`src/verilog/mipsPkg.sv`:
```
package mipsPkg;

    // ==============================
    // widths
    // ==============================
    localparam int wordWidth    = 32;
    localparam int regAddrWidth = 5;

    localparam logic [regAddrWidth-1:0] linkReg = 5'd31; // jal return address lands here

    // ==============================
    // opcodes and funct codes
    // ==============================
    localparam logic [5:0] opRType = 6'b000000;
    localparam logic [5:0] opLw    = 6'b100011;
    localparam logic [5:0] opSw    = 6'b101011;
    localparam logic [5:0] opBeq   = 6'b000100;
    localparam logic [5:0] opJ     = 6'b000010;
    localparam logic [5:0] opJal   = 6'b000011;

    localparam logic [5:0] fnAdd = 6'b100000;
    localparam logic [5:0] fnSub = 6'b100010;
    localparam logic [5:0] fnAnd = 6'b100100;
    localparam logic [5:0] fnOr  = 6'b100101;
    localparam logic [5:0] fnSlt = 6'b101010;
    localparam logic [5:0] fnJr  = 6'b001000;

    // ==============================
    // alu op from main decoder and alu control code
    // ==============================
    localparam logic [1:0] aluOpAdd   = 2'b00; // lw / sw address
    localparam logic [1:0] aluOpSub   = 2'b01; // beq compare
    localparam logic [1:0] aluOpFunct = 2'b10; // r-type looks at funct

    localparam logic [3:0] aluAnd = 4'b0000;
    localparam logic [3:0] aluOr  = 4'b0001;
    localparam logic [3:0] aluAdd = 4'b0010;
    localparam logic [3:0] aluSub = 4'b0110;
    localparam logic [3:0] aluSlt = 4'b0111;

    // ==============================
    // mux selects
    // ==============================
    localparam logic [1:0] regDstRt = 2'b00;
    localparam logic [1:0] regDstRd = 2'b01;
    localparam logic [1:0] regDstRa = 2'b10;

    localparam logic [1:0] wbAlu  = 2'b00;
    localparam logic [1:0] wbMem  = 2'b01;
    localparam logic [1:0] wbLink = 2'b10; // pc + 4 for jal

    localparam logic [1:0] jumpNone   = 2'b00;
    localparam logic [1:0] jumpTarget = 2'b01;
    localparam logic [1:0] jumpReg    = 2'b10;

    // one instruction word with three field layouts
    typedef union packed {
        struct packed {
            logic [5:0] opcode;
            logic [4:0] rs;
            logic [4:0] rt;
            logic [4:0] rd;
            logic [4:0] shamt;
            logic [5:0] funct;
        } r;
        struct packed {
            logic [5:0]  opcode;
            logic [4:0]  rs;
            logic [4:0]  rt;
            logic [15:0] imm16;
        } i;
        struct packed {
            logic [5:0]  opcode;
            logic [25:0] target26;
        } j;
    } instrWord_t;

endpackage
```
`src/verilog/ctrlIf.sv`:
```
interface ctrlIf;

    logic [1:0] regDst;   // rt / rd / ra
    logic       aluSrc;   // 1 = sign-extended imm16
    logic [1:0] memToReg; // write-back source
    logic       regWrite;
    logic       memRead;
    logic       memWrite;
    logic       branch;
    logic [1:0] aluOp;
    logic [1:0] jump;     // none / target / register

    modport decoder (
        output regDst, aluSrc, memToReg, regWrite, memRead, memWrite, branch, aluOp, jump
    );

    modport datapath (input regDst, aluSrc, memToReg, memRead, memWrite);

    modport alu (input aluOp);

    modport pc (input branch, jump);

    modport regs (input regWrite);

endinterface

```
`src/verilog/singleCycleMips.sv`:
```
module singleCycleMips import mipsPkg::*; #(
    parameter int dmemAddrWidth = 7
) (
    input  logic                     Clk,
    input  logic                     reset,
    output logic [wordWidth-1:0]     irAddr,
    input  logic [wordWidth-1:0]     ir,
    output logic [wordWidth-1:0]     rfWriteData,
    input  logic [wordWidth-1:0]     memReadData,
    output logic [dmemAddrWidth-1:0] memAddr,
    output logic [wordWidth-1:0]     memWriteData,
    output logic                     memCen,
    output logic                     memWen
);

    instrWord_t              instr;
    logic [wordWidth-1:0]    signExt;
    logic [wordWidth-1:0]    readDataA;
    logic [wordWidth-1:0]    readDataB;
    logic [wordWidth-1:0]    aluB;
    logic [wordWidth-1:0]    aluResult;
    logic                    zero;
    logic [wordWidth-1:0]    pc;
    logic [wordWidth-1:0]    pcPlus4;
    logic [regAddrWidth-1:0] writeReg;
    logic [wordWidth-1:0]    wbData;

    ctrlIf ctrl ();

    assign instr   = ir;
    assign signExt = {{16{instr.i.imm16[15]}}, instr.i.imm16};

    // ==============================
    // blocks
    // ==============================
    mainDecoder u_dec (
        .opcode (instr.r.opcode),
        .funct  (instr.r.funct),
        .ctrl   (ctrl)
    );

    registerFile u_rf (
        .Clk       (Clk),
        .reset     (reset),
        .ctrl      (ctrl),
        .writeAddr (writeReg),
        .writeData (wbData),
        .readAddrA (instr.r.rs),
        .readAddrB (instr.r.rt),
        .readDataA (readDataA),
        .readDataB (readDataB)
    );

    aluUnit u_alu (
        .ctrl   (ctrl),
        .funct  (instr.r.funct),
        .a      (readDataA),
        .b      (aluB),
        .result (aluResult),
        .zero   (zero)
    );

    pcUnit u_pc (
        .Clk          (Clk),
        .reset        (reset),
        .ctrl         (ctrl),
        .instr        (instr),
        .zero         (zero),
        .jumpRegValue (readDataA), // rs for jr
        .pc           (pc),
        .pcPlus4      (pcPlus4)
    );

    // ==============================
    // datapath muxes
    // ==============================
    assign aluB = ctrl.aluSrc ? signExt : readDataB;

    always_comb begin
        case (ctrl.regDst)
            regDstRd: writeReg = instr.r.rd;
            regDstRa: writeReg = linkReg;
            default:  writeReg = instr.r.rt; // regDstRt
        endcase
    end

    always_comb begin
        case (ctrl.memToReg)
            wbMem:   wbData = memReadData;
            wbLink:  wbData = pcPlus4;
            default: wbData = aluResult;     // wbAlu
        endcase
    end

    // sram side is word addressed with active-low enables
    assign memAddr      = aluResult[dmemAddrWidth+1:2];
    assign memWriteData = readDataB;
    assign memCen       = ~(ctrl.memRead | ctrl.memWrite);
    assign memWen       = ~ctrl.memWrite;

    assign irAddr      = pc;
    assign rfWriteData = wbData;

endmodule

```
`src/verilog/pcUnit.sv`:
```
module pcUnit import mipsPkg::*; (
    input  logic                  Clk,
    input  logic                  reset,
    ctrlIf.pc                     ctrl,
    input  instrWord_t            instr,
    input  logic                  zero,
    input  logic [wordWidth-1:0]  jumpRegValue,
    output logic [wordWidth-1:0]  pc,
    output logic [wordWidth-1:0]  pcPlus4
);

    logic [wordWidth-1:0] branchAddr;
    logic [wordWidth-1:0] jumpAddr;
    logic [wordWidth-1:0] nextPc;
    logic                 takeBranch;

    assign pcPlus4 = pc + 32'd4;

    // word offset sign-extended and scaled to bytes
    assign branchAddr = pcPlus4 + {{14{instr.i.imm16[15]}}, instr.i.imm16, 2'b00};
    assign jumpAddr   = {pcPlus4[31:28], instr.j.target26, 2'b00}; // stays in 256 MB region

    assign takeBranch = ctrl.branch & zero;

    // ==============================
    // next pc select
    // ==============================
    always_comb begin
        case (ctrl.jump)
            jumpTarget: nextPc = jumpAddr;
            jumpReg:    nextPc = jumpRegValue; // rs value for jr
            jumpNone:   nextPc = takeBranch ? branchAddr : pcPlus4;
            default:    nextPc = pcPlus4;
        endcase
    end

    always_ff @(posedge Clk or negedge reset) begin
        if (!reset) begin
            pc <= '0;
        end else begin
            pc <= nextPc; // one instruction per edge
        end
    end

endmodule

```
`src/verilog/registerFile.sv`:
```
module registerFile import mipsPkg::*; (
    input  logic                    Clk,
    input  logic                    reset,
    ctrlIf.regs                     ctrl,
    input  logic [regAddrWidth-1:0] writeAddr,
    input  logic [wordWidth-1:0]    writeData,
    input  logic [regAddrWidth-1:0] readAddrA,
    input  logic [regAddrWidth-1:0] readAddrB,
    output logic [wordWidth-1:0]    readDataA,
    output logic [wordWidth-1:0]    readDataB
);

    logic [wordWidth-1:0] regs [1:31]; // r0 has no storage

    always_ff @(posedge Clk or negedge reset) begin
        if (!reset) begin
            for (int i = 1; i < 32; i++) begin
                regs[i] <= '0;
            end
        end else if (ctrl.regWrite && writeAddr != '0) begin
            regs[writeAddr] <= writeData; // writes to r0 dropped
        end
    end

    // combinational reads show the old value until the edge
    always_comb begin
        if (readAddrA == '0) begin
            readDataA = '0;
        end else begin
            readDataA = regs[readAddrA];
        end
    end

    always_comb begin
        if (readAddrB == '0) begin
            readDataB = '0;
        end else begin
            readDataB = regs[readAddrB];
        end
    end

endmodule

```
`src/verilog/aluUnit.sv`:
```
module aluUnit import mipsPkg::*; (
    ctrlIf.alu                     ctrl,
    input  logic [5:0]             funct,
    input  logic [wordWidth-1:0]   a,
    input  logic [wordWidth-1:0]   b,
    output logic [wordWidth-1:0]   result,
    output logic                   zero
);

    logic [3:0]           aluCtrl;
    logic [wordWidth-1:0] diff;

    // ==============================
    // alu control
    // ==============================
    always_comb begin
        case (ctrl.aluOp)
            aluOpSub: aluCtrl = aluSub;
            aluOpFunct: begin
                case (funct)
                    fnSub:   aluCtrl = aluSub;
                    fnAnd:   aluCtrl = aluAnd;
                    fnOr:    aluCtrl = aluOr;
                    fnSlt:   aluCtrl = aluSlt;
                    default: aluCtrl = aluAdd; // fnAdd and anything unknown
                endcase
            end
            default: aluCtrl = aluAdd;
        endcase
    end

    // ==============================
    // datapath
    // ==============================
    assign diff = a - b; // shared by sub and the zero flag
    assign zero = (diff == '0);

    always_comb begin
        case (aluCtrl)
            aluSub: result = diff;
            aluAnd: result = a & b;
            aluOr:  result = a | b;
            aluSlt: result = {{(wordWidth-1){1'b0}}, $signed(a) < $signed(b)}; // signed compare
            default: result = a + b;
        endcase
    end

endmodule

```
`src/verilog/mainDecoder.sv`:
```
module mainDecoder import mipsPkg::*; (
    input  logic [5:0] opcode,
    input  logic [5:0] funct,
    ctrlIf.decoder     ctrl
);

    always_comb begin
        // all-inactive pattern so unknown words fall through as a no-op
        ctrl.regDst   = regDstRt;
        ctrl.aluSrc   = 1'b0;
        ctrl.memToReg = wbAlu;
        ctrl.regWrite = 1'b0;
        ctrl.memRead  = 1'b0;
        ctrl.memWrite = 1'b0;
        ctrl.branch   = 1'b0;
        ctrl.aluOp    = aluOpAdd;
        ctrl.jump     = jumpNone;

        case (opcode)
            opRType: begin
                case (funct)
                    fnAdd, fnSub, fnAnd, fnOr, fnSlt: begin
                        ctrl.regDst   = regDstRd;
                        ctrl.regWrite = 1'b1;
                        ctrl.aluOp    = aluOpFunct;
                    end
                    fnJr: ctrl.jump = jumpReg; // no write back for jr
                    default: ;
                endcase
            end
            opLw: begin
                ctrl.aluSrc   = 1'b1;      // base + offset
                ctrl.memToReg = wbMem;
                ctrl.regWrite = 1'b1;
                ctrl.memRead  = 1'b1;
            end
            opSw: begin
                ctrl.aluSrc   = 1'b1;
                ctrl.memWrite = 1'b1;
            end
            opBeq: begin
                ctrl.branch = 1'b1;
                ctrl.aluOp  = aluOpSub;    // zero flag does the compare
            end
            opJ: ctrl.jump = jumpTarget;
            opJal: begin
                ctrl.regDst   = regDstRa;
                ctrl.memToReg = wbLink;
                ctrl.regWrite = 1'b1;
                ctrl.jump     = jumpTarget;
            end
            default: ;
        endcase
    end

endmodule

```
`config.mk`:
```
export PLATFORM = sky130hd
export DESIGN_NAME = singleCycleMips
export DESIGN_NICKNAME = d
export VERILOG_FILES = /design/src/verilog/mipsPkg.sv /design/src/verilog/ctrlIf.sv /design/src/verilog/singleCycleMips.sv /design/src/verilog/pcUnit.sv /design/src/verilog/registerFile.sv /design/src/verilog/aluUnit.sv /design/src/verilog/mainDecoder.sv
export SDC_FILE = /design/constraint.sdc
export NUM_CORES = 2
export LEC_CHECK = 0
export BUFFER_PORTS_ARGS = -buffer_cell sky130_fd_sc_hd__buf_2
export CAP_MARGIN = 30
export CORE_UTILIZATION = 55
export DETAILED_ROUTE_END_ITERATION = 12
export PLACE_DENSITY = 0.71
export RECOVER_POWER = 50
export SETUP_SLACK_MARGIN = 0.5
export SLEW_MARGIN = 20
export SYNTH_ARGS = -nofsm -noshare
export SYNTH_HDL_FRONTEND = slang
export SYNTH_HIERARCHICAL = 1
export SYNTH_SLANG_ARGS = --single-unit
```
`constraint.sdc`:
```
create_clock -name Clk -period 6.75 [get_ports Clk]
set_input_delay 0.675 -clock Clk [delete_from_list [all_inputs] [get_ports Clk]]
set_output_delay 0.675 -clock Clk [all_outputs]
set_load 0.05 [all_outputs]
```
# --- After elaboration in Yosys (flattened, before gate mapping) ---
# Index checks and enable logic that the tools add are counted.
word_totals:
  regBits: 1024
  elab_cells: 117
op_classes:
  add_sub_neg: 4
  order_cmp: 5
  n_eq_ne: 22
  muxes: 32
  n_bitwise: 9
  reduce_logical: 13
op_table:
  columns: ["op", "n"]
  rows:
  - ["bitwise mux 992 bit", 1]
  - ["binary-select mux 32 bit (select 5 bit)", 2]
  - ["two-way mux 32 bit", 9]
  - ["demux 32 bit (select 5 bit)", 1]
  - ["case mux 32 bit (4 select lines)", 1]
  - ["case mux 32 bit (3 select lines)", 1]
  - ["adder 32 bit", 2]
  - ["case mux 32 bit (2 select lines)", 1]
  - ["== test 6 bit, second input constant", 7]
  - ["adder 32 x 3 -> 32 bit, second input constant", 1]
  - ["AND 32 bit", 1]
  - ["logical NOT 32 bit", 1]
  - ["< comparator 32 bit", 1]
  - ["OR 32 bit", 1]
  - ["subtractor 32 bit", 1]
  - ["greater-or-equal comparator 6 bit, second input constant", 3]
  - ["NOT 5 -> 6 bit", 3]
  - ["case mux 2 bit (2 select lines)", 4]
  - ["== test 6 x 2 -> 1 bit, second input constant", 2]
  - ["case mux 3 bit (4 select lines)", 1]
  - ["logical NOT 5 bit", 2]
  - ["case mux 5 bit (2 select lines)", 1]
  - ["== test 2 x 1 -> 1 bit, second input constant", 4]
  - ["== test 2 bit, second input constant", 4]
  - ["other kinds (19)", 30]

# --- Logic depth before layout (Yosys ltp) ---
depth:
  depth_word: 12
  depth_mapped: 29

# --- Hierarchy ---
# The synthesis kept the hierarchy.
modules_own_cells:
  columns: ["mod", "instances", "cells_each", "area_per_inst_um2", "seq_area_each_um2"]
  rows:
  - ["registerFile", 1, 4066, 53385.0, 24823.8]
  - ["aluUnit", 1, 830, 5476.5, 0.0]
  - ["pcUnit", 1, 490, 3841.2, 800.8]
  - ["singleCycleMips", 1, 190, 1152.4, 0.0]
  - ["mainDecoder", 1, 25, 153.9, 0.0]

# --- Worst setup path after synthesis ---
# Ideal clock, no wire load.
synth_timing:
  path_type: "input port to flip-flop"
  startpoint: "in ir[17]"
  endpoint: "reg u_pc.pc[30]"
  setup_ns: 0.070
  t_arrival_ns: 7.354
  t_required_ns: 6.680
  setup_slack_ns: -0.674
  stages: 26
  path_cell_list: "buf_4 -> buf_6 -> or2_1 -> buf_2 -> buf_2 -> o22ai_1 -> nor3_1 -> nor4_1 -> mux2_2 -> inv_1 -> ha_1 -> o21ba_2 -> or4_1 -> o2111ai_2 -> and4_4 -> o2111ai_4 -> nand3_1 -> nand3_1 -> a221o_1 -> nor4_2 -> nand2_1 -> nor2_1 -> nand2_1 -> or3_1 -> or3_1 -> nand3_1"
synth_between:
  elab_chain_cells: 11
synth_lines:
  columns: ["item", "line", "text"]
  rows:
  - ["from (decl)", "singleCycleMips.sv:7", "input logic [wordWidth-1:0] ir,"]
  - ["NOT 5 -> 6 bit (not written as such)", "registerFile.sv:38", "readDataB = regs[readAddrB];"]
  - ["binary-select mux 32 bit (select 5 bit)", "registerFile.sv:38", null]
  - ["two-way mux 32 bit (not written as such) (2 in series)", "registerFile.sv:38", null]
  - ["two-way mux 32 bit (*)", "registerFile.sv:35", "if (readAddrB == '0) begin"]
  - ["net memWriteData[1]", "singleCycleMips.sv:11", "output logic [wordWidth-1:0] memWriteData,"]
  - ["two-way mux 32 bit (*)", "singleCycleMips.sv:77", "assign aluB = ctrl.aluSrc ? signExt : readDataB;"]
  - ["net aluB[1]", "singleCycleMips.sv:20", "logic [wordWidth-1:0] aluB;"]
  - ["subtractor 32 bit (*)", "aluUnit.sv:35", "assign diff = a - b;"]
  - ["logical NOT 32 bit (*)", "aluUnit.sv:36", "assign zero = (diff == '0);"]
  - ["net zero", "singleCycleMips.sv:22", "logic zero;"]
  - ["AND 1 bit (*)", "pcUnit.sv:23", "assign takeBranch = ctrl.branch & zero;"]
  - ["two-way mux 32 bit (*)", "pcUnit.sv:32", "jumpNone: nextPc = takeBranch ? branchAddr : pcPlus4;"]
  - ["case mux 32 bit (3 select lines) (*)", "pcUnit.sv:29", "case (ctrl.jump)"]
  - ["net u_pc.nextPc[30]", "pcUnit.sv:14", "logic [wordWidth-1:0] nextPc;"]
  - ["to (signal assigned)", "pcUnit.sv:41", "pc <= nextPc;"]
  - ["to (decl)", "pcUnit.sv:8", "output logic [wordWidth-1:0] pc,"]
# The timed path passes the listed nets; every way through them passes the cells marked *. The select of a mux whose other input is x is not followed.
# A chain may end at the register's enable or synchronous reset.

# --- Worst setup path in the final report ---
layout_timing:
  startpoint: "in ir[31]"
  endpoint: "out rfWriteData[30]"
layout_between:
  elab_chain_cells: 7
layout_lines:
  columns: ["item", "line", "text"]
  rows:
  - ["== test 6 bit", "mainDecoder.sv:19", "case (opcode)"]
  - ["OR reduction 2 bit (no line) (*)", null, null]
  - ["two-way mux 1 bit (*)", "mainDecoder.sv:19", null]
  - ["net ctrl.aluSrc", "ctrlIf.sv:4", "logic aluSrc;"]
  - ["two-way mux 32 bit (*)", "singleCycleMips.sv:77", null]
  - ["net aluB[7]", "singleCycleMips.sv:20", null]
  - ["adder 32 bit / subtractor 32 bit (equally long branches)", "aluUnit.sv:44, aluUnit.sv:35", null]
  - ["case mux 32 bit (4 select lines) (*)", "aluUnit.sv:39", "case (aluCtrl)"]
  - ["net aluResult[30]", "singleCycleMips.sv:21", "logic [wordWidth-1:0] aluResult;"]
  - ["case mux 32 bit (2 select lines) (*)", "singleCycleMips.sv:88", "case (ctrl.memToReg)"]
  - ["to (decl)", "singleCycleMips.sv:8", "output logic [wordWidth-1:0] rfWriteData,"]
# The timed path passes the listed nets; every way through them passes the cells marked *.

==> reports/results.txt <==
Run status = finished with violations
Violations in the final reports = max-capacitance violations, max-slew violations
Xor and xnor fraction of the mapped netlist area = 0.958%
Hold Violations, Final = 0
Worst reg2reg path depth = 24
Switching portion of total power = 34.5%
Post-Synthesis Net Count = 5810
Routed wirelength normalized by instance count = 33.0 µm
# nets final = 6308
Length of the first detailed-routing pass in iterations = 6
Skew-Pair Late Insertion Delay = 720 ps
Number of warnings issued by yosys = 6
Max-slew violation total from the final report = 99
Number of antenna violations at the first check in global routing = 15
Max transition margin = -289%
Post-synthesis async set-or-reset flop share = 100%
Initial standard-cell utilization of the core = 55.8%
Antenna Nets Post-Route = 0
Setup slack of the most critical reg-to-reg path = 700 ps
Number of I/O pins = 171
Required time at the worst-slack endpoint = 6070 ps
Main combinational cell family by area after synthesis = multiplexers
Most used flip-flop cell after synthesis = dfrtp_1
Sequential share of the synthesized area = 40.0%
Port-buffer cells = 170
Num rows = 124
Total Die Area = 0.118 mm²
Worst Max-Slew Pin Slew = 5830 ps
Net switching component of the power = 6370 µW
Total negative slack for setup checks = 0 ps
Cell area after layout = 0.0775 mm²
Combinational fraction of design power = 30.1%
Max FO, Critical Path = 11
Path type of the worst setup path = in2out
Leakage power summed over all cells = 0.0369 µW
Power Total = 18500 µW
Wire length of the first global-routing pass = 365000 µm
Highest attainable clock frequency = 153 MHz
1st-iter DRT viols = 7090
Commonest non-fill, non-tap cell in the layout = mux2_2
Total setup violations reported at the end of the flow = 0
Number of buffers on the longest clock path = 3
Capturing point of the worst reg2reg path = u_pc/pc[30]
Ratio of cells with drive above 1 in the final layout = 41.4%
Overflow left after global routing = 0
Relative contribution of the clock network to total power = 33.8%
Die span in x = 343 µm
Sort of element at the end of the critical path = primary output
Cell area after technology mapping = 0.0640 mm²
Kind of launch point of the worst setup path = input port
Via count of the first global-routing pass = 53300
Share of the clock period used by the worst path after layout = 97.1%
Worst hold stages = 3
Tot GR Track Use = 42.4%
Worst hold slack across all endpoints = 494 ps
Clock Sink Count = 1024
Share of synthesized area spent on multiplexers = 33.7%
Average cell area after synthesis = 11.4 µm²
Routed WL = 254000 µm
Worst R2R Start = u_rf/regs[736]
Area added between synthesis and finish = 21.1%
Post-layout min period = 6550 ps
Number of distinct library cells after synthesis = 103
Launching instance or port of the critical path = ir[31]
Origin of the worst min-delay path = ir[19]
Simple-gate share of the synthesized area = 6.25%
Sequential power share = 36.0%
Inserted Clock Buffers = 110
Worst vdd ir = 227 µV
Hold WC Path Type = in2reg
Ratio of routed vias to standard cells = 7.02
Area after detailed placement = 0.0710 mm²
Internal power contribution = 12100 µW
TritonCTS clock tree = built
WP data arrival = 5880 ps
Unrepaired setup endpoints after global routing = yes
Max capacitance violation total = 1
Clock slew at reported path FFs = 60 ps
Area fraction in compound gates after synthesis = 11.5%
Capture endpoint of the worst hold path = u_pc/pc[21]
PD cells = 239 mW/mm²
DR vias = 54100
Synthesized netlist cell count = 5601
Post-route DRC = 0
Share of the core filled with cells in the final layout = 67.5%
Root Buffer Master = clkbuf_16
Post-detail-place hpwl = 167000 µm
Top library cells by usage in the layout, fill and taps aside = mux2_2 (1042), dfrtp_1 (1024), buf_4 (592), mux2i_1 (581), o22ai_1 (309)
Final clock skew = 33.1 ps
Die height = 343 µm
Adder-cell area share of the yosys netlist = 2.83%
Number of flops mapped to enable cells by yosys = 0
Weighted congestion at the end of routability-driven global placement = 1.06
Maximum number of pins on one net before global-route repair = 176
Core Box Area = 0.115 mm²
H-tree Lvls = 3
Synth Register Bits = 1024
logic make-up after synthesis:
kind of cell / count (synthesis)
xor+xnor: 70
compound gates: 1079
flops: 1024
fa+ha+maj: 143
mux: 1845
buf+inv: 673
simple gates: 767
flip-flops by register name, indices dropped and copies added, names as in the netlist:
signal     count
u_pc/pc       32
u_rf/regs    992
cell type report:
type / instances / area, µm²
Fill cell: 8517 / 37300
Sequential cell: 1024 / 25600
Tap cell: 1512 / 1890
Timing Repair Buffer: 912 / 8400
Clock buffer: 161 / 3230
Inverter: 147 / 557
Antenna cell: 7 / 17.5
Clock inverter: 34 / 462
Multi-Input combinational cell: 3904 / 37300
per-stage QoR:
stage / instances / setup WS [ps]
after floorplan: 5601 / 314
after global placement: 7385 / -344
after detailed placement: 7388 / -304
after CTS: 7649 / 401
after global routing: 7694 / 172
final: 7701 / 197
power groups by stage:
stage               sequential [µW]  combinational, µW  clock, µW
detailed placement             6760               5020          0
global placement               6740               4990          0
global route                   6690               5800       6510
finish                         6660               5580       6260
floorplan                      6850               2770          0
CTS                            6650               5270       6290
critical path: stages:
cell	delay [ps]
buf_2	90
inv_1	70
nor4_1	780
buf_4	420
buf_4	320
mux2_4	330
buf_4	140
ha_1	210
a2111o_1	440
o211ai_1	210
buf_4	180
a21oi_4	90
o21ai_2	190
buf_4	140
o31ai_1	80
buf_4	160
a31o_2	260
a221o_1	290
a22o_1	260
nand2_1	110
o21ai_4	170
buf_12	220
per-layer routing:
metal,GRT usage (%),wire (µm),part of all wire (%)
met2,63.1,110000,43
met4,27.5,19200,7.5
met5,0,132,0.052
met3,11.6,30200,12
met1,54.3,94900,37
worst max-delay path by stage:
stage,to,cells after the start
floorplan,u_pc/pc[30],28
global placement,rfWriteData[28],25
detailed placement,rfWriteData[28],25
CTS,rfWriteData[24],25
global route,rfWriteData[30],22
finish,rfWriteData[30],22
synthesized netlist by cell type (13+ instances only):
library cell / instances / area share (%)
and3_1: 19 / 0.19
o22ai_1: 319 / 3.1
clkbuf_1: 250 / 1.5
nand3_1: 39 / 0.30
nor4_1: 44 / 0.43
mux2_2: 1044 / 18
a22oi_1: 116 / 1.4
mux2_4: 13 / 0.30
mux4_2: 128 / 4.5
nand2b_1: 29 / 0.28
nand2_1: 151 / 0.89
buf_6: 19 / 0.33
a31oi_1: 18 / 0.18
ha_1: 140 / 2.7
buf_2: 202 / 1.6
a21o_1: 37 / 0.43
nor2_1: 147 / 0.86
inv_1: 145 / 0.85
buf_4: 20 / 0.23
mux2_1: 79 / 1.4
xor2_1: 19 / 0.26
o21ai_0: 111 / 0.87
xnor2_1: 51 / 0.70
nor3_1: 156 / 1.2
or3_1: 40 / 0.39
a221o_1: 48 / 0.75
nand4_1: 19 / 0.19
dfrtp_1: 1024 / 40
buf_1: 29 / 0.17
nor2b_1: 58 / 0.57
a221oi_1: 54 / 0.74
a211oi_1: 84 / 0.99
o21ai_1: 32 / 0.25
mux2i_1: 581 / 9.1
o211ai_1: 13 / 0.15
a21oi_1: 137 / 1.1
what timing repair did:
item,4_1_cts,5_1_grt
resized for setup,203,134
hold buffers,0,0
gates cloned,13,4
buffers inserted,53,36
endpoints found under the setup margin,18,33
pin swaps,42,36
(Power assumes the default switching activity.)
